[src/conv_pkg.sv]
// Shared fixed-point definitions for the 1x1 convolution layer

package conv_pkg;

  ////////////////////////////////////////
  // Word format
  ////////////////////////////////////////

  // Signed Q8.8 for pixels, weights and results
  localparam int DATA_WIDTH = 16;
  localparam int FRAC_BITS  = 8;

  // Full signed product of two data words
  localparam int PROD_WIDTH = 2 * DATA_WIDTH;

  // Product width plus 6 guard bits, room for 64 input channels
  localparam int ACC_WIDTH = PROD_WIDTH + 6;

  ////////////////////////////////////////
  // Saturation limits
  ////////////////////////////////////////

  // Largest positive result word
  localparam logic signed [DATA_WIDTH-1:0] DATA_MAX = {1'b0, {(DATA_WIDTH-1){1'b1}}};

  // Most negative result word
  localparam logic signed [DATA_WIDTH-1:0] DATA_MIN = {1'b1, {(DATA_WIDTH-1){1'b0}}};

endpackage
[src/conv_1x1_layer.sv]
`timescale 1ns/10ps

module conv_1x1_layer import conv_pkg::*; #(
  parameter int CHANNEL_NUM_IN  = 4,
  parameter int CHANNEL_NUM_OUT = 3,
  parameter int ALIGN_DEPTH     = 8
) (
  input  logic                  clk,
  input  logic                  reset,
  input  logic                  valid_in,
  input  logic [DATA_WIDTH-1:0] pxl_in,
  input  logic                  valid_weight_in,
  input  logic [DATA_WIDTH-1:0] weight_in,
  output logic [DATA_WIDTH-1:0] pxl_out,
  output logic                  valid_out
);

  // Replayed pixel words
  logic                  loop_valid;
  logic [DATA_WIDTH-1:0] loop_pxl;
  // Weighted words
  logic                  prod_valid;
  logic [DATA_WIDTH-1:0] prod;
  // One result per output channel
  logic                  sum_valid;
  logic [DATA_WIDTH-1:0] sum_pxl;

  conv_pixel_loop #(
    .CHANNEL_NUM_IN (CHANNEL_NUM_IN),
    .CHANNEL_NUM_OUT(CHANNEL_NUM_OUT)
  ) u_conv_pixel_loop (
    .clk       (clk),
    .reset     (reset),
    .valid_in  (valid_in),
    .pxl_in    (pxl_in),
    .loop_valid(loop_valid),
    .loop_pxl  (loop_pxl)
  );

  conv_weight_mul #(
    .CHANNEL_NUM_IN (CHANNEL_NUM_IN),
    .CHANNEL_NUM_OUT(CHANNEL_NUM_OUT)
  ) u_conv_weight_mul (
    .clk            (clk),
    .reset          (reset),
    .valid_weight_in(valid_weight_in),
    .weight_in      (weight_in),
    .loop_valid     (loop_valid),
    .loop_pxl       (loop_pxl),
    .prod_valid     (prod_valid),
    .prod           (prod)
  );

  conv_channel_adder #(
    .CHANNEL_NUM_IN(CHANNEL_NUM_IN)
  ) u_conv_channel_adder (
    .clk       (clk),
    .reset     (reset),
    .prod_valid(prod_valid),
    .prod      (prod),
    .sum_valid (sum_valid),
    .sum_pxl   (sum_pxl)
  );

  conv_out_align #(
    .ALIGN_DEPTH(ALIGN_DEPTH)
  ) u_conv_out_align (
    .clk      (clk),
    .reset    (reset),
    .sum_valid(sum_valid),
    .sum_pxl  (sum_pxl),
    .pxl_out  (pxl_out),
    .valid_out(valid_out)
  );

endmodule

[src/conv_out_align.sv]
`timescale 1ns/10ps

module conv_out_align import conv_pkg::*; #(
  parameter int ALIGN_DEPTH = 8
) (
  input  logic                  clk,
  input  logic                  reset,
  input  logic                  sum_valid,
  input  logic [DATA_WIDTH-1:0] sum_pxl,
  output logic [DATA_WIDTH-1:0] pxl_out,
  output logic                  valid_out
);

  localparam int PTR_W = (ALIGN_DEPTH > 1) ? $clog2(ALIGN_DEPTH) : 1;
  localparam int CNT_W = $clog2(ALIGN_DEPTH + 1);

  logic [DATA_WIDTH-1:0] fifo_mem [ALIGN_DEPTH];

  logic [PTR_W-1:0] wr_ptr;
  logic [PTR_W-1:0] rd_ptr;
  logic [CNT_W-1:0] count;
  logic             fifo_full;
  logic             fifo_empty;
  logic             read_en;
  logic             wr;
  logic             rd;

  assign fifo_full  = (count == CNT_W'(ALIGN_DEPTH));
  assign fifo_empty = (count == '0);
  assign wr         = sum_valid;
  // Drain only after the first fill
  assign rd         = read_en && !fifo_empty;

  ////////////////////////////////////////
  // FIFO storage and pointers
  ////////////////////////////////////////

  always_ff @(posedge clk) begin
    if (wr) begin
      fifo_mem[wr_ptr] <= sum_pxl;
    end
  end

  always_ff @(posedge clk) begin
    if (reset) begin
      wr_ptr <= '0;
      rd_ptr <= '0;
      count  <= '0;
    end else begin
      if (wr) begin
        wr_ptr <= (wr_ptr == PTR_W'(ALIGN_DEPTH - 1)) ? '0 : wr_ptr + 1'b1;
      end
      if (rd) begin
        rd_ptr <= (rd_ptr == PTR_W'(ALIGN_DEPTH - 1)) ? '0 : rd_ptr + 1'b1;
      end
      // Occupancy moves only when one side is active
      if (wr && !rd) begin
        count <= count + 1'b1;
      end else if (rd && !wr) begin
        count <= count - 1'b1;
      end
    end
  end

  // Sticky start flag, cleared only by reset
  always_ff @(posedge clk) begin
    if (reset) begin
      read_en <= 1'b0;
    end else if (fifo_full) begin
      read_en <= 1'b1;
    end
  end

  // Registered read port
  always_ff @(posedge clk) begin
    if (reset) begin
      valid_out <= 1'b0;
    end else begin
      valid_out <= rd;
    end
  end

  always_ff @(posedge clk) begin
    if (rd) begin
      pxl_out <= fifo_mem[rd_ptr];
    end
  end

  // No result may land in a full FIFO unless one leaves
  a_no_fifo_overflow: assert property (
    @(posedge clk) disable iff (reset) (wr && fifo_full) |-> rd
  ) else $error("output FIFO overflow");

endmodule

[src/conv_channel_adder.sv]
`timescale 1ns/10ps

module conv_channel_adder import conv_pkg::*; #(
  parameter int CHANNEL_NUM_IN = 4
) (
  input  logic                  clk,
  input  logic                  reset,
  input  logic                  prod_valid,
  input  logic [DATA_WIDTH-1:0] prod,
  output logic                  sum_valid,
  output logic [DATA_WIDTH-1:0] sum_pxl
);

  localparam int CIN_W = (CHANNEL_NUM_IN > 1) ? $clog2(CHANNEL_NUM_IN) : 1;

  logic [CIN_W-1:0]            cnt;
  logic                        group_last;
  logic signed [ACC_WIDTH-1:0] prod_ext;
  logic signed [ACC_WIDTH-1:0] acc;
  logic signed [ACC_WIDTH-1:0] acc_next;
  logic signed [DATA_WIDTH-1:0] sum_sat;

  // Sign extension into the wide accumulator
  assign prod_ext   = $signed(prod);
  assign acc_next   = acc + prod_ext;
  assign group_last = (cnt == CIN_W'(CHANNEL_NUM_IN - 1));

  // Clamp group total to the result range
  always_comb begin
    if (acc_next > DATA_MAX) begin
      sum_sat = DATA_MAX;
    end else if (acc_next < DATA_MIN) begin
      sum_sat = DATA_MIN;
    end else begin
      sum_sat = acc_next[DATA_WIDTH-1:0];
    end
  end

  // Group counter and accumulator
  always_ff @(posedge clk) begin
    if (reset) begin
      cnt       <= '0;
      acc       <= '0;
      sum_valid <= 1'b0;
    end else begin
      sum_valid <= prod_valid && group_last;
      if (prod_valid) begin
        if (group_last) begin
          // Restart from zero for the next output channel
          cnt <= '0;
          acc <= '0;
        end else begin
          cnt <= cnt + 1'b1;
          acc <= acc_next;
        end
      end
    end
  end

  always_ff @(posedge clk) begin
    if (prod_valid && group_last) begin
      sum_pxl <= sum_sat;
    end
  end

endmodule

[src/conv_weight_mul.sv]
`timescale 1ns/10ps

module conv_weight_mul import conv_pkg::*; #(
  parameter int CHANNEL_NUM_IN  = 4,
  parameter int CHANNEL_NUM_OUT = 3
) (
  input  logic                  clk,
  input  logic                  reset,
  input  logic                  valid_weight_in,
  input  logic [DATA_WIDTH-1:0] weight_in,
  input  logic                  loop_valid,
  input  logic [DATA_WIDTH-1:0] loop_pxl,
  output logic                  prod_valid,
  output logic [DATA_WIDTH-1:0] prod
);

  localparam int W_NUM = CHANNEL_NUM_IN * CHANNEL_NUM_OUT;
  localparam int PTR_W = (W_NUM > 1) ? $clog2(W_NUM) : 1;

  // Output channel major, input channel minor
  logic [DATA_WIDTH-1:0] weight_mem [W_NUM];

  logic [PTR_W-1:0] wr_ptr;
  logic [PTR_W-1:0] rd_ptr;

  logic signed [PROD_WIDTH-1:0] prod_full;
  logic signed [PROD_WIDTH-1:0] prod_shift;
  logic signed [DATA_WIDTH-1:0] prod_sat;

  ////////////////////////////////////////
  // Weight load
  ////////////////////////////////////////

  always_ff @(posedge clk) begin
    if (valid_weight_in) begin
      weight_mem[wr_ptr] <= weight_in;
    end
  end

  always_ff @(posedge clk) begin
    if (reset) begin
      wr_ptr <= '0;
    end else if (valid_weight_in) begin
      if (wr_ptr == PTR_W'(W_NUM - 1)) begin
        wr_ptr <= '0;
      end else begin
        wr_ptr <= wr_ptr + 1'b1;
      end
    end
  end

  ////////////////////////////////////////
  // Multiply
  ////////////////////////////////////////

  // Read index follows replay order, one step per word
  always_ff @(posedge clk) begin
    if (reset) begin
      rd_ptr <= '0;
    end else if (loop_valid) begin
      if (rd_ptr == PTR_W'(W_NUM - 1)) begin
        rd_ptr <= '0;
      end else begin
        rd_ptr <= rd_ptr + 1'b1;
      end
    end
  end

  assign prod_full  = $signed(loop_pxl) * $signed(weight_mem[rd_ptr]);
  // Arithmetic shift back to Q8.8, floor rounding
  assign prod_shift = prod_full >>> FRAC_BITS;

  // Clamp to the data word so the prod port keeps its sign
  always_comb begin
    if (prod_shift > DATA_MAX) begin
      prod_sat = DATA_MAX;
    end else if (prod_shift < DATA_MIN) begin
      prod_sat = DATA_MIN;
    end else begin
      prod_sat = prod_shift[DATA_WIDTH-1:0];
    end
  end

  always_ff @(posedge clk) begin
    if (reset) begin
      prod_valid <= 1'b0;
    end else begin
      prod_valid <= loop_valid;
    end
  end

  always_ff @(posedge clk) begin
    if (loop_valid) begin
      prod <= prod_sat;
    end
  end

  // Weights are loaded between images, never during replay
  a_no_load_in_replay: assert property (
    @(posedge clk) disable iff (reset) !(valid_weight_in && loop_valid)
  ) else $error("weight write while loop buffer is replaying");

endmodule

[src/conv_pixel_loop.sv]
`timescale 1ns/10ps

module conv_pixel_loop import conv_pkg::*; #(
  parameter int CHANNEL_NUM_IN  = 4,
  parameter int CHANNEL_NUM_OUT = 3
) (
  input  logic                  clk,
  input  logic                  reset,
  input  logic                  valid_in,
  input  logic [DATA_WIDTH-1:0] pxl_in,
  output logic                  loop_valid,
  output logic [DATA_WIDTH-1:0] loop_pxl
);

  localparam int CIN_W  = (CHANNEL_NUM_IN > 1) ? $clog2(CHANNEL_NUM_IN) : 1;
  localparam int COUT_W = (CHANNEL_NUM_OUT > 1) ? $clog2(CHANNEL_NUM_OUT) : 1;

  // Two banks, each holding one pixel's input channels
  logic [DATA_WIDTH-1:0] bank_mem [2][CHANNEL_NUM_IN];
  logic [1:0]            bank_full;

  // Capture side
  logic [CIN_W-1:0] fill_ptr;
  logic             fill_bank;
  logic             fill_done;

  // Replay side
  logic              rep_active;
  logic              rep_bank;
  logic [CIN_W-1:0]  rep_in_cnt;
  logic [COUT_W-1:0] rep_out_cnt;
  logic              rep_in_last;
  logic              rep_done;
  logic              next_bank;
  logic              next_ready;
  logic              bank_busy;

  ////////////////////////////////////////
  // Capture
  ////////////////////////////////////////

  // Last input channel of a pixel
  assign fill_done = valid_in && (fill_ptr == CIN_W'(CHANNEL_NUM_IN - 1));

  always_ff @(posedge clk) begin
    if (valid_in) begin
      bank_mem[fill_bank][fill_ptr] <= pxl_in;
    end
  end

  always_ff @(posedge clk) begin
    if (reset) begin
      fill_ptr  <= '0;
      fill_bank <= 1'b0;
    end else if (valid_in) begin
      if (fill_done) begin
        fill_ptr  <= '0;
        fill_bank <= ~fill_bank;
      end else begin
        fill_ptr <= fill_ptr + 1'b1;
      end
    end
  end

  // Bank is full from its last word until its last replay word
  always_ff @(posedge clk) begin
    if (reset) begin
      bank_full <= 2'b00;
    end else begin
      if (rep_done) begin
        bank_full[rep_bank] <= 1'b0;
      end
      if (fill_done) begin
        bank_full[fill_bank] <= 1'b1;
      end
    end
  end

  ////////////////////////////////////////
  // Replay
  ////////////////////////////////////////

  assign rep_in_last = (rep_in_cnt == CIN_W'(CHANNEL_NUM_IN - 1));
  assign rep_done    = rep_active && rep_in_last &&
                       (rep_out_cnt == COUT_W'(CHANNEL_NUM_OUT - 1));

  // Banks replay in fill order; idle means rep_bank is next
  assign next_bank  = rep_active ? ~rep_bank : rep_bank;
  // Ready if already full or completing on this edge
  assign next_ready = bank_full[next_bank] || (fill_done && (fill_bank == next_bank));

  always_ff @(posedge clk) begin
    if (reset) begin
      rep_active  <= 1'b0;
      rep_bank    <= 1'b0;
      rep_in_cnt  <= '0;
      rep_out_cnt <= '0;
    end else if (rep_active) begin
      if (rep_in_last) begin
        rep_in_cnt <= '0;
        if (rep_done) begin
          // Hand over straight to the other bank when it is waiting
          rep_out_cnt <= '0;
          rep_bank    <= ~rep_bank;
          rep_active  <= next_ready;
        end else begin
          rep_out_cnt <= rep_out_cnt + 1'b1;
        end
      end else begin
        rep_in_cnt <= rep_in_cnt + 1'b1;
      end
    end else if (next_ready) begin
      rep_active <= 1'b1;
    end
  end

  assign loop_valid = rep_active;
  assign loop_pxl   = bank_mem[rep_bank][rep_in_cnt];

  // Bank still in use unless its final replay read is on this edge
  assign bank_busy = bank_full[fill_bank] && !(rep_done && (rep_bank == fill_bank));

  // Source spacing: no word into a bank that is still replaying
  a_no_bank_overrun: assert property (
    @(posedge clk) disable iff (reset) valid_in |-> !bank_busy
  ) else $error("pixel loop overrun, bank %0d still full", fill_bank);

endmodule

[config.mk]
export PLATFORM = sky130hd
export DESIGN_NAME = conv_1x1_layer
export DESIGN_NICKNAME = d
export VERILOG_FILES = /design/src/conv_pkg.sv /design/src/conv_1x1_layer.sv /design/src/conv_out_align.sv /design/src/conv_channel_adder.sv /design/src/conv_weight_mul.sv /design/src/conv_pixel_loop.sv
export SDC_FILE = /design/constraint.sdc
export NUM_CORES = 1
export LEC_CHECK = 0
export ABC_AREA = 1
export ABC_CLOCK_PERIOD_IN_PS = 7500
export BUFFER_PORTS_ARGS = -buffer_cell sky130_fd_sc_hd__buf_2
export CAP_MARGIN = 5
export CORE_MARGIN = 5
export CORE_UTILIZATION = 40
export CTS_BUF_LIST = sky130_fd_sc_hd__clkbuf_16
export DETAILED_ROUTE_END_ITERATION = 10
export GPL_ROUTABILITY_DRIVEN = 0
export MAX_ROUTING_LAYER = met4
export PLACE_DENSITY = 0.54
export SLEW_MARGIN = 40
export SYNTH_ARGS = -nofsm -noshare
export SYNTH_HDL_FRONTEND = slang
export SYNTH_HIERARCHICAL = 1
export SYNTH_SLANG_ARGS = --single-unit
[constraint.sdc]
create_clock -name clk -period 7.5 [get_ports clk]
set_input_delay 1.5 -clock clk [delete_from_list [all_inputs] [get_ports clk]]
set_output_delay 1.5 -clock clk [all_outputs]
set_load 0.1 [all_outputs]
==> results of run 1 <==
## synth_stat cells (28+ instances only)
library cell,count,area (um2)
nor2_1,597,2240
ha_1,135,1690
nand2_2,33,206
nand3_1,74,370
inv_1,559,2100
xor2_1,28,245
nand2_1,878,3300
dfxtp_1,78,1560
o21ai_1,79,395
edfxtp_1,496,14900
a21oi_1,123,616
fa_1,263,5270
o21ai_0,175,876
clkbuf_1,74,278
## layout make-up
class                   instances  area (um2)  area share (%)
repair inverters                1        8.76          0.0207
well taps                    1176        1470            3.47
flip-flops and latches        574       16500            38.8
inverters                     576        2220            5.23
clock inverters                53         438            1.03
diodes                          1        2.50         0.00590
repair buffers                309        2640            6.22
clock buffers                  67        1680            3.95
multi-input cells            2570       17500            41.2
## logic make-up (layout without fill, tap and decap cells)
kind of cell / count (synthesis) / after routing / share of synthesized area, %
AND/OR/NAND/NOR: 1666 / 1667 / 18.8
buffers and inverters: 706 / 1006 / 7.87
flip-flops: 574 / 574 / 45.8
AO/OA/AOI/OAI: 460 / 460 / 7.03
adder cells (fa/ha/maj): 398 / 398 / 19.3
XOR/XNOR: 45 / 45 / 1.20
other: 0 / 1 / 0
## tightest hold or removal path, stage by stage (launching register included)
cell and delay [ps]:
dfxtp_1 310, nand2_1 60, a21oi_1 50
## timing repair
action                     4_1_cts  5_1_grt
setup endpoints to repair       15       16
setup buffers                    0       27
pin swaps                        0       65
resized for setup                8      235
cloned                           0       12
## metrics by stage
step | setup slack [ps] | instances | hold slack [ps] | setup TNS, ps
CTS | 4.66 | 5287 | 465 | 0
floorplan | 1.25 | 3849 | 440 | 0
finish | 171 | 5327 | 463 | 0
global placement | -110 | 5165 | 450 | -1570
global route | -131 | 5327 | 485 | -1630
detailed placement | -96.8 | 5167 | 457 | -1190
## flip-flops by register name, indices dropped and copies added, names as in the netlist, 4 cells and up, named ones only
register	count
u_conv_weight_mul/wr_ptr	4
u_conv_out_align/fifo_mem	128
u_conv_weight_mul/rd_ptr	4
u_conv_channel_adder/sum_pxl	16
u_conv_weight_mul/weight_mem	192
u_conv_weight_mul/prod	16
u_conv_out_align/pxl_out	16
u_conv_pixel_loop/bank_mem	128
u_conv_out_align/count	4
u_conv_channel_adder/acc	38
## per-layer routing
layer	vias to the layer above	global-route usage, %	part of all wire (%)
li1	12800	-	-
met1	12500	27.0	46
met2	621	31.4	46
met3	152	3.48	5.7
met4	0	5.81	2.6
met5	-	-	0
## worst max path at each step
stage,startpoint,to,slack [ps]
after floorplan,flip-flop,u_conv_weight_mul/prod[0],1
after global placement,flip-flop,u_conv_weight_mul/prod[13],-110
after detailed placement,flip-flop,u_conv_weight_mul/prod[13],-100
after CTS,flip-flop,u_conv_weight_mul/prod[14],5
after global routing,flip-flop,u_conv_weight_mul/prod[6],-130
final,flip-flop,u_conv_weight_mul/prod[5],170
==> results.sh, run 1 <==
export IMPL_ys_flop_type="edfxtp_1"
export IMPL_clk_pin_slew_worst_paths_ps=60
export IMPL_hold_violations=0
export IMPL_r2r_end="u_conv_weight_mul/prod[5]"
export IMPL_max_freq_ghz=0.136
export IMPL_avgRoutedWirePerCell_um=17.9
export IMPL_endpoint_kind="flip-flop"
export IMPL_critPathSlowestCell="fa_2"
export IMPL_cts_hold_buf=0
export IMPL_nFillCells=8445
export IMPL_routed_via_density=4.91
export IMPL_die_area_um2=96000
export IMPL_root_buffer="clkbuf_16"
export IMPL_post_dp_hpwl_mm=66.9
export IMPL_fin_util_pct=47.3
export IMPL_r2r_slack_ps=170
export IMPL_fin_skew_ps=37.7
export IMPL_fin_crit_ps=7330
export IMPL_synth_async_reset_ratio_pct=0
export IMPL_port_buffers=52
export IMPL_nNetsFinal=4533
export IMPL_syn_inst=3849
export IMPL_die_x_um=310
export IMPL_status="completed"
export IMPL_first_iter_violations=1837
export IMPL_grt_pass1_wl_mm=145
export IMPL_ctsHtreeMaxLevel=3
export IMPL_avgSynthCellArea_um2=9.34
export IMPL_grt_antenna_before_repair=2
export IMPL_cap_viol_max_count=0
export IMPL_final_common_cell="nand2_1"
export IMPL_yosys_cell_types_count=59
export IMPL_track_usage_pct=20.0
export IMPL_initial_core_util_pct=40.1
export IMPL_cp_top_family="adder cells"
export IMPL_min_from="u_conv_pixel_loop/bank_full[1]"
export IMPL_clock_sinks=574
export IMPL_critPathMaxFanout=8
export IMPL_final_area_um2=42400
export IMPL_crit_cells=31
export IMPL_synth_edff_count=496
export IMPL_path_class="flip-flop to flip-flop"
export IMPL_drive_gt1_share_pct=16.4
export IMPL_cpMostUsedCell="fa_1"
export IMPL_grt_pass1_vias=25500
export IMPL_crit_arrival_ps=7710
export IMPL_place_area_um2=38900
export IMPL_gr_total_overflow=0
export IMPL_yosysSeqAreaShare_pct=45.8
export IMPL_clk_path_buf_depth=3
export IMPL_layout_common_cells="nand2_1, inv_1, nor2_1, edfxtp_1, fa_1"
export IMPL_synth_nets=4283
export IMPL_drt_total_wl_mm=95.4
export IMPL_setup_viol=0
export IMPL_postRouteAntennaNets=0
export IMPL_clk_latency_ps=650
export IMPL_synth_area_um2=35900
export IMPL_start_kind="flip-flop"
export IMPL_worst_ep_required_time_ps=7880
export IMPL_min_path_type="flip-flop to flip-flop"
export IMPL_dr_pass1_iters=6
export IMPL_reg2regPathDepth=31
export IMPL_remaining_drc_errors=0
export IMPL_pin_count=53
export IMPL_vias=26100
export IMPL_slew_viol_final=0
export IMPL_rsz0062_at_grt="true"
export IMPL_cts_tree="yes"
export IMPL_synth_warning_count=6
export IMPL_yosys_register_bits=574
export IMPL_period_share_pct=97.7
export IMPL_critPathBufInv=8
export IMPL_grt_max_degree=68
export IMPL_tightest_slew_ps=783
export IMPL_core_area_um2=89600
export IMPL_hold_path_depth=2
export IMPL_hold_end="u_conv_pixel_loop/bank_full[1]"
export IMPL_critPathMaxStageDelay_ps=660
export IMPL_num_rows=110
export IMPL_die_y_um=310
export IMPL_area_growth_pct=17.9
export IMPL_numCtsBuffers=67
export IMPL_max_slew_margin_pct=47.8
Power of run 1 is left out: the tool's default activity adds up to more than one toggle a clock period on the data nets, which glitch-free logic cannot reach.
==> run 2, diff against run 1 <==
- ABC_CLOCK_PERIOD_IN_PS: 7500 -> 6800
- CORE_UTILIZATION: 40 -> 60
- PLACE_DENSITY: 0.54 -> 0.73
- clock period: 7.5 -> 6.8 ns (I/O delays scaled with it)
==> run 2 against run 1 <==
  * The run now ends with negative setup slack left
  * Maximum frequency shrank 2.6%
  * Via count is 8.1% higher
  * Flip-flop and latch count stayed put
  * Clock-buffer cell count fell by 8
  * Setup slack worse by 900 ps
  * First-iteration DRC count increased by 50%
  * Cell count fell by 5.3%
  * Global-route usage increased by 9.7 points
  * Final area increased by 2.1%
  * Non-clock buffer count is 134 higher
  * Critical path type unchanged
  * Highest routed layer unchanged
==> results.sh, run 2 (synthesized netlist as in run 1, its figures left out) <==
export IMPL_min_path_type="flip-flop to flip-flop"
export IMPL_grt_pass1_vias=27200
export IMPL_routed_via_density=5.60
export IMPL_worst_ep_required_time_ps=7150
export IMPL_setup_viol=16
export IMPL_cap_viol_max_count=0
export IMPL_avgRoutedWirePerCell_um=19.2
export IMPL_rsz0062_at_grt="true"
export IMPL_hold_violations=0
export IMPL_numCtsBuffers=58
export IMPL_initial_core_util_pct=60.8
export IMPL_fin_skew_ps=22.5
export IMPL_cp_top_family="adder cells"
export IMPL_layout_common_cells="nand2_1, nor2_1, inv_1, edfxtp_1, buf_4"
export IMPL_max_slew_margin_pct=48.8
export IMPL_area_growth_pct=20.4
export IMPL_drive_gt1_share_pct=21.0
export IMPL_min_from="u_conv_pixel_loop/bank_full[1]"
export IMPL_critPathMaxFanout=8
export IMPL_r2r_slack_ps=-730
export IMPL_final_common_cell="nand2_1"
export IMPL_fin_setup_tns_ps=-10900
export IMPL_cts_hold_buf=0
export IMPL_clk_pin_slew_worst_paths_ps=60
export IMPL_clk_path_buf_depth=3
export IMPL_track_usage_pct=29.7
export IMPL_largest_reg_flops=192
export IMPL_top_regs="u_conv_weight_mul/weight_mem: 192 flops, u_conv_out_align/fifo_mem: 128 flops, u_conv_pixel_loop/bank_mem: 128 flops"
export IMPL_hold_path_depth=2
export IMPL_hold_end="u_conv_pixel_loop/bank_full[1]"
export IMPL_dr_pass1_iters=6
export IMPL_reg2regPathDepth=32
export IMPL_gr_total_overflow=0
export IMPL_root_buffer="clkbuf_16"
export IMPL_remaining_drc_errors=0
export IMPL_critPathBufInv=8
export IMPL_regMostFlops="u_conv_weight_mul/weight_mem"
export IMPL_r2r_end="u_conv_weight_mul/prod[8]"
export IMPL_path_class="flip-flop to flip-flop"
export IMPL_endpoint_kind="flip-flop"
export IMPL_grt_max_degree=69
export IMPL_start_kind="flip-flop"
export IMPL_slew_viol_final=0
export IMPL_postRouteAntennaNets=0
export IMPL_drt_total_wl_mm=96.9
export IMPL_die_y_um=255
export IMPL_crit_arrival_ps=7880
export IMPL_die_x_um=255
export IMPL_vias=28300
export IMPL_num_rows=89
export IMPL_tightest_slew_ps=768
export IMPL_first_iter_violations=2747
export IMPL_clk_latency_ps=620
export IMPL_fin_ws_ps=-726
export IMPL_layoutNonFillerInstCount=5045
export IMPL_clock_sinks=574
export IMPL_dpl_worst_slack_ps=-734
export IMPL_pin_count=53
export IMPL_critPathSlowestCell="fa_2"
export IMPL_ctsHtreeMaxLevel=2
export IMPL_grt_pass1_wl_mm=147
export IMPL_port_buffers=52
export IMPL_core_area_um2=59100
export IMPL_violations="negative setup slack"
export IMPL_critPathMaxStageDelay_ps=640
export IMPL_period_share_pct=111
export IMPL_cts_tree="yes"
export IMPL_die_area_um2=64900
export IMPL_status="finished, violations left"
export IMPL_nNetsFinal=4658
export IMPL_grt_antenna_before_repair=1
export IMPL_post_dp_hpwl_mm=65.8
export IMPL_fin_crit_ps=7530
export IMPL_max_freq_ghz=0.133
export IMPL_dp_cells=4861
run 2: changes by cell type in the layout (fill, tap and decap cells not counted), moves of 16 or more:
cell	change
nand2_1	-20
inv_1	-29
o21ai_0	-16
inv_2	+18
buf_4	+127
clkbuf_16	-16
run 2: layout make-up:
| type | instances | area, um2 |
|---|---|---|
| antenna | 1 | 2.50 |
| clock buffer | 59 | 1480 |
| clock inverter | 48 | 435 |
| fill | 3949 | 15800 |
| inverter | 576 | 2260 |
| multi-input combinational | 2570 | 18000 |
| sequential | 574 | 16500 |
| tap | 773 | 967 |
| timing repair buffer | 443 | 3700 |
| timing repair inverter | 1 | 8.76 |
run 2: how the worst max path moves through the flow:
| stage | from | end | slack [ps] | cells past startpoint |
|---|---|---|---|---|
| floorplan | flip-flop | u_conv_weight_mul/prod[0] | 1 | 39 |
| global placement | flip-flop | u_conv_weight_mul/prod[8] | -570 | 32 |
| detailed placement | flip-flop | u_conv_weight_mul/prod[8] | -730 | 32 |
| CTS | flip-flop | u_conv_weight_mul/prod[7] | -480 | 33 |
| global route | flip-flop | u_conv_weight_mul/prod[6] | -870 | 37 |
| finish | flip-flop | u_conv_weight_mul/prod[8] | -730 | 32 |
run 2: what timing repair did:
item,in CTS,in global routing
resized for setup,97,256
pin swaps,53,151
gates cloned,7,2
endpoints found under the setup margin,16,16
buffers inserted,22,47
run 2: per-layer routing:
layer | global-route usage, % | up-vias | wire length, um
li1 | - | 13100 | -
met5 | - | - | 0
met2 | 47.5 | 1404 | 46500
met1 | 39.9 | 13500 | 38700
met3 | 4.87 | 274 | 8460
met4 | 8.64 | 0 | 3160
run 2: tightest hold or removal path, delay by kind of cell, from the launching register on:
family	cells	cell delay (ps)
flops	1	310
simple gates	1	60
compound gates	1	50
run 2: stage by stage:
stage	instance area, um2	utilization [%]	hold slack, ps
after CTS	42000	71.1	465
after detailed placement	39400	66.7	456
after floorplan	36500	-	440
final	43300	73.2	462
after global placement	39400	66.6	449
after global routing	43300	73.2	480
Power of run 2 is left out for the same reason.
